File: src/source/dbg_defs.svh
// Shared widths and message sizes of the serial debug reporter
// Field widths are tied to the fixed digit counts of the report lines
// Changing a width needs a matching change in the formatter
`ifndef DBG_DEFS_SVH
`define DBG_DEFS_SVH

// ============================================================
// UART timing
// ============================================================
`define DBG_CLKS_PER_BIT   443    // 51 MHz / 115200 baud

// ============================================================
// Field widths
// ============================================================
`define DBG_FRAME_W        16     // Frame number and valid count
`define DBG_PC_W           12     // CPU program counter
`define DBG_INSTR_W        16     // Instruction count
`define DBG_PIXCNT_W       20     // Pixel count, 5 hex digits
`define DBG_COORD_W        10     // X and Y, 3 hex digits
`define DBG_BRIGHT_W       3      // Brightness, 1 hex digit

// Line lengths including CR LF
`define DBG_FRAME_MSG_LEN  31
`define DBG_PIXEL_MSG_LEN  25

`endif

File: src/source/dbg_pkg.sv
// Snapshot payloads carried from capture to the message formatter
// Field order has no meaning on the wire, the formatter picks fields by name
`include "dbg_defs.svh"

package dbg_pkg;

    // Frame report, 61 bits
    typedef struct packed {
        logic [`DBG_FRAME_W-1:0] frame;      // Frame number before increment
        logic [`DBG_PC_W-1:0]    pc;
        logic [`DBG_INSTR_W-1:0] instr;
        logic [`DBG_FRAME_W-1:0] valid_cnt;  // Valid-pixel cycles in the frame
        logic                    running;    // CPU running flag
    } frame_snap_t;

    // Pixel report, 43 bits
    typedef struct packed {
        logic [`DBG_PIXCNT_W-1:0] count;
        logic [`DBG_COORD_W-1:0]  x;
        logic [`DBG_COORD_W-1:0]  y;
        logic [`DBG_BRIGHT_W-1:0] bright;
    } pixel_snap_t;

endpackage

File: src/source/frame_stats.sv
// Event capture for frame and pixel reports
// Fires on rising edges only, so a tick held high reports once
// Frame and valid counters wrap silently at DBG_FRAME_W bits
`timescale 1ns/10ps
`include "dbg_defs.svh"

module frame_stats (
    input  logic                     i_clk,
    input  logic                     i_rst_n,
    input  logic                     i_frame_tick,
    input  logic                     i_pixel_valid,
    input  logic [`DBG_PC_W-1:0]     i_cpu_pc,
    input  logic [`DBG_INSTR_W-1:0]  i_cpu_instr_count,
    input  logic                     i_cpu_running,
    input  logic                     i_pixel_strobe,
    input  logic [`DBG_PIXCNT_W-1:0] i_pixel_count,
    input  logic [`DBG_COORD_W-1:0]  i_pixel_x,
    input  logic [`DBG_COORD_W-1:0]  i_pixel_y,
    input  logic [`DBG_BRIGHT_W-1:0] i_pixel_brightness,
    output logic                     o_frame_cap,   // One cycle after tick edge
    output dbg_pkg::frame_snap_t     o_frame_snap,
    output logic                     o_pixel_cap,   // One cycle after strobe edge
    output dbg_pkg::pixel_snap_t     o_pixel_snap
);

    logic                    r_frame_tick_d;
    logic                    r_pixel_strobe_d;
    logic [`DBG_FRAME_W-1:0] r_frame_cnt;
    logic [`DBG_FRAME_W-1:0] r_valid_cnt;   // Valid cycles since last capture
    logic                    w_frame_rise;
    logic                    w_pixel_rise;

    assign w_frame_rise = i_frame_tick & ~r_frame_tick_d;
    assign w_pixel_rise = i_pixel_strobe & ~r_pixel_strobe_d;

    // Edge history, counters and strobes
    always_ff @(posedge i_clk) begin
        if (!i_rst_n) begin
            r_frame_tick_d   <= 1'b0;
            r_pixel_strobe_d <= 1'b0;
            r_frame_cnt      <= '0;
            r_valid_cnt      <= '0;
            o_frame_cap      <= 1'b0;
            o_pixel_cap      <= 1'b0;
        end else begin
            r_frame_tick_d   <= i_frame_tick;
            r_pixel_strobe_d <= i_pixel_strobe;
            o_frame_cap      <= w_frame_rise;
            o_pixel_cap      <= w_pixel_rise;
            if (w_frame_rise) begin
                r_frame_cnt <= r_frame_cnt + 1'b1;
                // Capture cycle already belongs to the next frame
                r_valid_cnt <= {{(`DBG_FRAME_W-1){1'b0}}, i_pixel_valid};
            end else if (i_pixel_valid) begin
                r_valid_cnt <= r_valid_cnt + 1'b1;
            end
        end
    end

    // Payloads sampled in the edge cycle, valid with the strobe
    always_ff @(posedge i_clk) begin
        if (w_frame_rise) begin
            o_frame_snap.frame     <= r_frame_cnt;   // Old value, first report 0000
            o_frame_snap.pc        <= i_cpu_pc;
            o_frame_snap.instr     <= i_cpu_instr_count;
            o_frame_snap.valid_cnt <= r_valid_cnt;
            o_frame_snap.running   <= i_cpu_running;
        end
        if (w_pixel_rise) begin
            o_pixel_snap.count  <= i_pixel_count;
            o_pixel_snap.x      <= i_pixel_x;
            o_pixel_snap.y      <= i_pixel_y;
            o_pixel_snap.bright <= i_pixel_brightness;
        end
    end

endmodule

File: src/source/snapshot_slot.sv
// Single-entry holding register between capture and formatter
// Newer captures overwrite the held payload until ack rises
// Captures arriving while ack is high are lost
`timescale 1ns/10ps

module snapshot_slot #(
    parameter type payload_t = logic [7:0]
) (
    input  logic     i_clk,
    input  logic     i_rst_n,
    input  logic     i_cap,     // Capture strobe, no back-pressure
    input  payload_t i_data,
    input  logic     i_ack,     // Formatter has copied o_data
    output logic     o_req,     // Payload waiting
    output payload_t o_data
);

    // Four-phase request side
    always_ff @(posedge i_clk) begin
        if (!i_rst_n) begin
            o_req <= 1'b0;
        end else if (i_ack) begin
            o_req <= 1'b0;          // Taken, wait for ack to fall
        end else if (i_cap) begin
            o_req <= 1'b1;
        end
    end

    // Latest capture wins
    always_ff @(posedge i_clk) begin
        if (i_cap && !i_ack) begin
            o_data <= i_data;
        end
    end

endmodule

File: src/source/msg_formatter.sv
// Turns held snapshots into ASCII hex lines, one byte handshake per char
// Pixel reports win over frame reports when both wait
// Enable is sampled when a report is taken, a line in flight always completes
`timescale 1ns/10ps
`include "dbg_defs.svh"

module msg_formatter (
    input  logic                 i_clk,
    input  logic                 i_rst_n,
    input  logic                 i_enable,
    input  logic                 i_frame_req,
    input  dbg_pkg::frame_snap_t i_frame_data,
    input  logic                 i_pixel_req,
    input  dbg_pkg::pixel_snap_t i_pixel_data,
    input  logic                 i_byte_ack,
    output logic                 o_frame_ack,
    output logic                 o_pixel_ack,
    output logic                 o_byte_req,
    output logic [7:0]           o_byte
);

    localparam int FRAME_LEN = `DBG_FRAME_MSG_LEN;
    localparam int PIXEL_LEN = `DBG_PIXEL_MSG_LEN;
    localparam int IDX_W     = $clog2(FRAME_LEN);
    localparam logic [IDX_W-1:0] FRAME_LAST = IDX_W'(FRAME_LEN - 1);
    localparam logic [IDX_W-1:0] PIXEL_LAST = IDX_W'(PIXEL_LEN - 1);

    typedef enum logic [1:0] {
        ST_IDLE,    // Waiting for a slot request
        ST_TAKE,    // Ack high, waiting for slot req to fall
        ST_SEND,    // Byte req high, waiting for UART ack
        ST_DROP     // Byte req low, waiting for UART ack to fall
    } state_t;

    state_t                 r_state;
    logic                   r_is_pix;    // Current line is a pixel report
    logic                   r_send;      // Enable at take time
    logic [IDX_W-1:0]       r_idx;       // Character being handed over
    logic [8*FRAME_LEN-1:0] r_line;      // First char in the top byte

    // ============================================================
    // Line building
    // ============================================================
    function automatic logic [7:0] hex_char(input logic [3:0] n);
        return (n < 4'd10) ? 8'h30 + {4'h0, n} : 8'h37 + {4'h0, n};  // 0-9, A-F
    endfunction

    // "F:hhhh PC:hhh I:hhhh V:hhhh R" CR LF
    function automatic logic [8*FRAME_LEN-1:0] frame_line(input dbg_pkg::frame_snap_t s);
        return {"F:",
                hex_char(s.frame[15:12]), hex_char(s.frame[11:8]),
                hex_char(s.frame[7:4]), hex_char(s.frame[3:0]),
                " PC:", hex_char(s.pc[11:8]), hex_char(s.pc[7:4]), hex_char(s.pc[3:0]),
                " I:",
                hex_char(s.instr[15:12]), hex_char(s.instr[11:8]),
                hex_char(s.instr[7:4]), hex_char(s.instr[3:0]),
                " V:",
                hex_char(s.valid_cnt[15:12]), hex_char(s.valid_cnt[11:8]),
                hex_char(s.valid_cnt[7:4]), hex_char(s.valid_cnt[3:0]),
                " ", s.running ? "R" : ".", 8'h0D, 8'h0A};
    endfunction

    // "P:hhhhh X:hhh Y:hhh B:h" CR LF
    function automatic logic [8*PIXEL_LEN-1:0] pixel_line(input dbg_pkg::pixel_snap_t s);
        return {"P:",
                hex_char(s.count[19:16]), hex_char(s.count[15:12]),
                hex_char(s.count[11:8]), hex_char(s.count[7:4]), hex_char(s.count[3:0]),
                " X:", hex_char({2'b00, s.x[9:8]}), hex_char(s.x[7:4]), hex_char(s.x[3:0]),
                " Y:", hex_char({2'b00, s.y[9:8]}), hex_char(s.y[7:4]), hex_char(s.y[3:0]),
                " B:", hex_char({1'b0, s.bright}), 8'h0D, 8'h0A};
    endfunction

    // Held stable from req rise to ack, since r_idx moves only after ack
    assign o_byte = r_line[8*(FRAME_LEN - 1 - int'(r_idx)) +: 8];

    // ============================================================
    // Control FSM
    // ============================================================
    always_ff @(posedge i_clk) begin
        if (!i_rst_n) begin
            r_state     <= ST_IDLE;
            r_is_pix    <= 1'b0;
            r_send      <= 1'b0;
            r_idx       <= '0;
            o_frame_ack <= 1'b0;
            o_pixel_ack <= 1'b0;
            o_byte_req  <= 1'b0;
        end else begin
            case (r_state)
                ST_IDLE: begin
                    r_send <= i_enable;    // Low means take and discard
                    if (i_pixel_req) begin
                        o_pixel_ack <= 1'b1;
                        r_is_pix    <= 1'b1;
                        r_state     <= ST_TAKE;
                    end else if (i_frame_req) begin
                        o_frame_ack <= 1'b1;
                        r_is_pix    <= 1'b0;
                        r_state     <= ST_TAKE;
                    end
                end
                ST_TAKE: begin
                    if (!(r_is_pix ? i_pixel_req : i_frame_req)) begin
                        o_pixel_ack <= 1'b0;
                        o_frame_ack <= 1'b0;
                        r_idx       <= '0;
                        o_byte_req  <= r_send;
                        r_state     <= r_send ? ST_SEND : ST_IDLE;
                    end
                end
                ST_SEND: begin
                    if (i_byte_ack) begin
                        o_byte_req <= 1'b0;
                        r_state    <= ST_DROP;
                    end
                end
                ST_DROP: begin
                    if (!i_byte_ack) begin
                        if (r_idx == (r_is_pix ? PIXEL_LAST : FRAME_LAST)) begin
                            r_state <= ST_IDLE;       // Line done
                        end else begin
                            r_idx      <= r_idx + 1'b1;
                            o_byte_req <= 1'b1;
                            r_state    <= ST_SEND;
                        end
                    end
                end
                default: r_state <= ST_IDLE;
            endcase
        end
    end

    // Character buffer, loaded when a report is taken
    always_ff @(posedge i_clk) begin
        if (r_state == ST_IDLE) begin
            if (i_pixel_req) begin
                r_line <= {pixel_line(i_pixel_data), {(8*(FRAME_LEN-PIXEL_LEN)){1'b0}}};
            end else if (i_frame_req) begin
                r_line <= frame_line(i_frame_data);
            end
        end
    end

endmodule

File: src/source/uart_tx.sv
// 8N1 transmitter, each byte takes exactly 10 x CLKS_PER_BIT cycles
// Ack rises in the cycle the start bit begins
// A new byte is accepted only after the stop bit and the previous ack fall
`timescale 1ns/10ps
`include "dbg_defs.svh"

module uart_tx #(
    parameter int CLKS_PER_BIT = `DBG_CLKS_PER_BIT
) (
    input  logic       i_clk,
    input  logic       i_rst_n,
    input  logic       i_byte_req,
    input  logic [7:0] i_byte,
    output logic       o_byte_ack,
    output logic       o_tx          // Idles high
);

    localparam int CNT_W = (CLKS_PER_BIT > 1) ? $clog2(CLKS_PER_BIT) : 1;
    localparam logic [CNT_W-1:0] CNT_MAX = CNT_W'(CLKS_PER_BIT - 1);

    typedef enum logic [1:0] {ST_IDLE, ST_START, ST_DATA, ST_STOP} state_t;

    state_t           r_state;
    logic [CNT_W-1:0] r_baud_cnt;    // Cycles within the current bit
    logic [2:0]       r_bit_idx;     // Data bit on the line
    logic [7:0]       r_shift;       // Remaining data bits, LSB next
    logic             w_bit_end;

    assign w_bit_end = (r_baud_cnt == CNT_MAX);

    always_ff @(posedge i_clk) begin
        if (!i_rst_n) begin
            r_state    <= ST_IDLE;
            r_baud_cnt <= '0;
            r_bit_idx  <= '0;
            o_byte_ack <= 1'b0;
            o_tx       <= 1'b1;
        end else begin
            if (o_byte_ack && !i_byte_req) begin
                o_byte_ack <= 1'b0;              // Phase four
            end
            r_baud_cnt <= (r_state == ST_IDLE || w_bit_end) ? '0 : r_baud_cnt + 1'b1;
            case (r_state)
                ST_IDLE: begin
                    if (i_byte_req && !o_byte_ack) begin
                        o_byte_ack <= 1'b1;
                        o_tx       <= 1'b0;      // Start bit begins now
                        r_state    <= ST_START;
                    end
                end
                ST_START: begin
                    if (w_bit_end) begin
                        o_tx      <= r_shift[0];
                        r_bit_idx <= '0;
                        r_state   <= ST_DATA;
                    end
                end
                ST_DATA: begin
                    if (w_bit_end) begin
                        if (r_bit_idx == 3'd7) begin
                            o_tx    <= 1'b1;     // Stop bit
                            r_state <= ST_STOP;
                        end else begin
                            o_tx      <= r_shift[1];
                            r_bit_idx <= r_bit_idx + 1'b1;
                        end
                    end
                end
                ST_STOP: begin
                    if (w_bit_end) begin
                        r_state <= ST_IDLE;
                    end
                end
                default: r_state <= ST_IDLE;
            endcase
        end
    end

    // Data shifter, loaded at accept and stepped at each data bit end
    always_ff @(posedge i_clk) begin
        if (r_state == ST_IDLE && i_byte_req && !o_byte_ack) begin
            r_shift <= i_byte;
        end else if (r_state == ST_DATA && w_bit_end) begin
            r_shift <= {1'b0, r_shift[7:1]};
        end
    end

endmodule

File: src/source/serial_debug.sv
// Serial debug reporter top level
// Pipeline of capture, snapshot slots, formatter and UART transmitter
// CLKS_PER_BIT sets the baud rate from the system clock
`timescale 1ns/10ps
`include "dbg_defs.svh"

module serial_debug #(
    parameter int CLKS_PER_BIT = `DBG_CLKS_PER_BIT
) (
    input  logic                     i_clk,
    input  logic                     i_rst_n,
    input  logic                     i_enable,         // Low discards reports
    input  logic                     i_frame_tick,
    input  logic                     i_pixel_valid,
    input  logic [`DBG_PC_W-1:0]     i_cpu_pc,
    input  logic [`DBG_INSTR_W-1:0]  i_cpu_instr_count,
    input  logic                     i_cpu_running,
    input  logic                     i_pixel_strobe,
    input  logic [`DBG_PIXCNT_W-1:0] i_pixel_count,
    input  logic [`DBG_COORD_W-1:0]  i_pixel_x,
    input  logic [`DBG_COORD_W-1:0]  i_pixel_y,
    input  logic [`DBG_BRIGHT_W-1:0] i_pixel_brightness,
    output logic                     o_uart_tx
);

    // ============================================================
    // Stage links
    // ============================================================
    logic                 w_frame_cap;
    dbg_pkg::frame_snap_t w_frame_snap;
    logic                 w_pixel_cap;
    dbg_pkg::pixel_snap_t w_pixel_snap;
    logic                 w_frame_req;
    logic                 w_frame_ack;
    dbg_pkg::frame_snap_t w_frame_data;
    logic                 w_pixel_req;
    logic                 w_pixel_ack;
    dbg_pkg::pixel_snap_t w_pixel_data;
    logic                 w_byte_req;
    logic                 w_byte_ack;
    logic [7:0]           w_byte;

    frame_stats u_frame_stats (
        .i_clk              (i_clk),
        .i_rst_n            (i_rst_n),
        .i_frame_tick       (i_frame_tick),
        .i_pixel_valid      (i_pixel_valid),
        .i_cpu_pc           (i_cpu_pc),
        .i_cpu_instr_count  (i_cpu_instr_count),
        .i_cpu_running      (i_cpu_running),
        .i_pixel_strobe     (i_pixel_strobe),
        .i_pixel_count      (i_pixel_count),
        .i_pixel_x          (i_pixel_x),
        .i_pixel_y          (i_pixel_y),
        .i_pixel_brightness (i_pixel_brightness),
        .o_frame_cap        (w_frame_cap),
        .o_frame_snap       (w_frame_snap),
        .o_pixel_cap        (w_pixel_cap),
        .o_pixel_snap       (w_pixel_snap)
    );

    // One slot per report type
    snapshot_slot #(.payload_t(dbg_pkg::frame_snap_t)) u_frame_slot (
        .i_clk   (i_clk),
        .i_rst_n (i_rst_n),
        .i_cap   (w_frame_cap),
        .i_data  (w_frame_snap),
        .i_ack   (w_frame_ack),
        .o_req   (w_frame_req),
        .o_data  (w_frame_data)
    );

    snapshot_slot #(.payload_t(dbg_pkg::pixel_snap_t)) u_pixel_slot (
        .i_clk   (i_clk),
        .i_rst_n (i_rst_n),
        .i_cap   (w_pixel_cap),
        .i_data  (w_pixel_snap),
        .i_ack   (w_pixel_ack),
        .o_req   (w_pixel_req),
        .o_data  (w_pixel_data)
    );

    msg_formatter u_msg_formatter (
        .i_clk        (i_clk),
        .i_rst_n      (i_rst_n),
        .i_enable     (i_enable),
        .i_frame_req  (w_frame_req),
        .i_frame_data (w_frame_data),
        .i_pixel_req  (w_pixel_req),
        .i_pixel_data (w_pixel_data),
        .i_byte_ack   (w_byte_ack),
        .o_frame_ack  (w_frame_ack),
        .o_pixel_ack  (w_pixel_ack),
        .o_byte_req   (w_byte_req),
        .o_byte       (w_byte)
    );

    uart_tx #(.CLKS_PER_BIT(CLKS_PER_BIT)) u_uart_tx (
        .i_clk      (i_clk),
        .i_rst_n    (i_rst_n),
        .i_byte_req (w_byte_req),
        .i_byte     (w_byte),
        .o_byte_ack (w_byte_ack),
        .o_tx       (o_uart_tx)
    );

endmodule

File: config.mk
export PLATFORM = sky130hd
export DESIGN_NAME = serial_debug
export DESIGN_NICKNAME = d
export VERILOG_FILES = /design/src/source/dbg_pkg.sv /design/src/source/frame_stats.sv /design/src/source/snapshot_slot.sv /design/src/source/msg_formatter.sv /design/src/source/uart_tx.sv /design/src/source/serial_debug.sv
export VERILOG_INCLUDE_DIRS = /design/src /design/src/source
export SDC_FILE = /design/constraint.sdc
export NUM_CORES = 1
export LEC_CHECK = 0
export BUFFER_PORTS_ARGS = -buffer_cell sky130_fd_sc_hd__buf_2
export CORE_MARGIN = 5
export CORE_UTILIZATION = 35
export CTS_CLUSTER_SIZE = 20
export DETAILED_ROUTE_END_ITERATION = 12
export GPL_ROUTABILITY_DRIVEN = 0
export PLACE_DENSITY_LB_ADDON = 0.15
export SKIP_LAST_GASP = 1
export SYNTH_ARGS = -nofsm -noshare
export SYNTH_HDL_FRONTEND = slang
export SYNTH_SLANG_ARGS = --single-unit
File: constraint.sdc
create_clock -name i_clk -period 28.3 [get_ports i_clk]
set_clock_uncertainty 0.1 [all_clocks]
set_input_delay 4.245 -clock i_clk [delete_from_list [all_inputs] [get_ports i_clk]]
set_output_delay 4.245 -clock i_clk [all_outputs]
set_load 0.005 [all_outputs]
==> impl_metrics.csv <==
group,metric,value,unit
outcome,status,"complete, no violations",
layout,final_common_cell,"edfxtp_1",
timing,hold_violations,0,
worst_setup_path,cp_slowest_cell,"dfxtp_1",
floorplanning,start_util,0.3517,
power_and_ir_drop,clkPwrFrac,0.423,
global_route,antenna_found_initial,0,
power_and_ir_drop,internal_power,1.072,mW
global_route,grt_usage,0.1411,
worst_setup_path,setup.worst_path.start_class,"flip-flop",
timing,maxSlewViolCount,0,
global_route,grt_start_max_net_pins,85,
detailed_routing,first_iter_violations,743,
detailed_routing,ant_nets,0,
layout,area_growth,14.58,%
floorplanning,fp.dieW,233.6,um
worst_setup_path,critPathArrivalTime,1.04,ns
yosys,yosys_warnings,0,
timing,fin_setup_tns,0,ns
clocking,root_buffer,"clkbuf_16",
worst_setup_path,required,23.95,ns
yosys,synthCells,1409,
global_route,overflow,0,
worst_setup_path,crit_chain,"buf_2",
floorplanning,coreArea,49760,um2
layout,layout-drive-gt1-share,0.1356,
clocking,clkTransAtPathRegs,0.06,ns
detailed_routing,via_count,10770,
yosys,syn-num-nets,1522,
floorplanning,dieArea,54570,um2
clocking,cts_buffer_depth,3,
yosys,synth_edf_count,335,
floorplanning,die_h,233.6,um
timing,tightest_slew,1.090,ns
yosys,netlist_area,17500,um2
power_and_ir_drop,irDropWorstVdd,0.00004335,V
detailed_routing,first_pass_iters,5,
clocking,hold_buffers,0,
worst_setup_path,crit_fanout,2,
min_path,hp-class,"flip-flop to flip-flop",
power_and_ir_drop,p_sw,0.3115,mW
worst_setup_path,path_buf_inv,1,
yosys,synth_cell_type_count,78,
timing,maxSlewHeadroom,0.2734,
timing,fmax,185.7,MHz
placed_design,portBuffers,78,
layout,multi_input_area,5449,um2
placed_design,hpwl,25.85,mm
clocking,cts_tree,"built",
detailed_routing,drc,0,
global_route,grt_pass1_vias,10650,
clocking,cts.htree.levels,2,
yosys,synth-seq-area-share,0.6503,
detailed_routing,wl,38.30,mm
worst_setup_path,path_class,"flip-flop to output pin",
layout,n_fill_cell,4729,
detailed_routing,viasPerCell,4.896,
global_route,grt_first_pass_wirelength,60.13,mm
timing,fin_crit,5.386,ns
worst_setup_path,critPathMaxStageDelay,0.33,ns
layout,register_area,11390,um2
clocking,post_cts_buffers,0,
layout,antenna_cells,0,
power_and_ir_drop,power.share.switching,0.2252,
yosys,synth_top_flop_cell,"edfxtp_1",
clocking,cts_buffers,45,
detailed_routing,wire_per_inst,17.42,um
power_and_ir_drop,p_leak,7.173,nW
layout,mostFrequentLayoutCells,"edfxtp_1, nand2_1, nor2_1, a21oi_1, inv_1",
power_and_ir_drop,seqPwrFrac,0.511,
timing,rsz0062_at_grt,"false",
worst_setup_path,cp_top_family,"flip-flops",
yosys,ys_seq_elements,401,
yosys,synthArstFlopShare,0,
floorplanning,ios,79,
power_and_ir_drop,power_frac_comb,0.066,
timing,finalSetupViolCount,0,
clocking,clock-sinks,401,
floorplanning,std_cell_rows,82,
worst_setup_path,crit_path_end_kind,"output pin",
yosys,postSynthAreaPerCell,12.42,um2
clocking,insertion_delay,0.57,ns
power_and_ir_drop,power_density,68.98,nW/um2
timing,period_share,0.1903,
layout,final_nets,1603,
flow_run,drv_cap,0,
layout,utilization,0.4030,
clocking,cts_resized,0,
[path summary, 6_finish.rpt]
path,startpoint,endpoint,slack (ns),depth (start not counted)
worst max register to register,u_msg_formatter.r_idx[0],u_uart_tx.r_shift[2],24.42,9
worst max-delay path,u_uart_tx.o_tx,o_uart_tx,22.91,1
worst min-delay path,u_frame_stats.o_frame_snap[22],u_frame_slot.o_data[22],0.32,0
worst min register to register,u_frame_stats.o_frame_snap[22],u_frame_slot.o_data[22],0.32,0
[Yosys cell counts (all sizes together) (26+ instances only)]
cell type,n,area (um2)
edfxtp,335,10060
dfxtp,66,1321
xor2,27,251.5
buf,38,250.2
nor3,26,135.1
inv,100,375.4
nor2,118,442.9
o21ai,65,329.1
ha,35,437.9
xnor2,41,374.1
a21oi,109,545.5
nand2,125,471.7
[kinds of logic (layout without fill, tap and decap cells)]
kind of cell	after synthesis	count (layout)	synth area share
compound gates	306	306	0.1100
xor+xnor	68	68	0.03575
fa+ha+maj	35	35	0.02502
buf+inv	158	276	0.04004
flops	401	401	0.6503
mux	36	36	0.02724
simple gates	405	405	0.1117
[layer usage]
metal	track usage	part of all wire	vias up
met5	0	0	-
met4	0.04533	0.029	0
met3	0.02589	0.041	73
met2	0.2208	0.46	207
met1	0.1996	0.47	5163
li1	-	-	5324
[power by group through the flow]
stage / logic (mW) / registers, mW / clock network (mW)
floorplan: 0.0647 / 0.714 / 0
global placement: 0.0918 / 0.719 / 0
detailed placement: 0.0929 / 0.719 / 0
CTS: 0.0932 / 0.707 / 0.606
global route: 0.103 / 0.710 / 0.630
finish: 0.0910 / 0.707 / 0.586
[registers in the layout, summed over array words and instances (netlist names), 2 cells and up]
| name | count |
|---|---|
| u_uart_tx.r_bit_idx | 3 |
| u_msg_formatter.r_line | 120 |
| u_msg_formatter.r_state | 2 |
| u_frame_stats.r_frame_cnt | 16 |
| u_uart_tx.r_baud_cnt | 9 |
| u_frame_slot.o_data | 61 |
| u_frame_stats.r_valid_cnt | 16 |
| u_msg_formatter.r_idx | 5 |
| u_frame_stats.o_frame_snap | 61 |
| u_uart_tx.r_shift | 7 |
| u_uart_tx.r_state | 2 |
| u_frame_stats.o_pixel_snap | 43 |
| u_pixel_slot.o_data | 43 |
[per-stage QoR]
step | area (um2) | worst slack, ns | power (mW) | hold WS, ns | std cells
2_1_floorplan | 17500 | 18.47 | 0.7785 | 0.3003 | 1409
3_3_place_gp | 18550 | 22.33 | 0.8106 | 0.3018 | 2115
3_5_place_dp | 18550 | 22.30 | 0.8122 | 0.3052 | 2115
4_1_cts | 20050 | 22.87 | 1.407 | 0.3185 | 2199
5_1_grt | 20050 | 22.80 | 1.444 | 0.3240 | 2199
6_report | 20050 | 22.91 | 1.383 | 0.3162 | 2199
[area by class of cell]
class | instances | area share
Inverter | 100 | 0.01872
Tap cell | 672 | 0.04193
Clock buffer | 62 | 0.06346
Multi-Input combinational cell | 850 | 0.2717
Sequential cell | 401 | 0.5678
Clock inverter | 22 | 0.01161
Timing Repair Buffer | 92 | 0.02471
No activity file was read; power rests on OpenSTA's default activity.
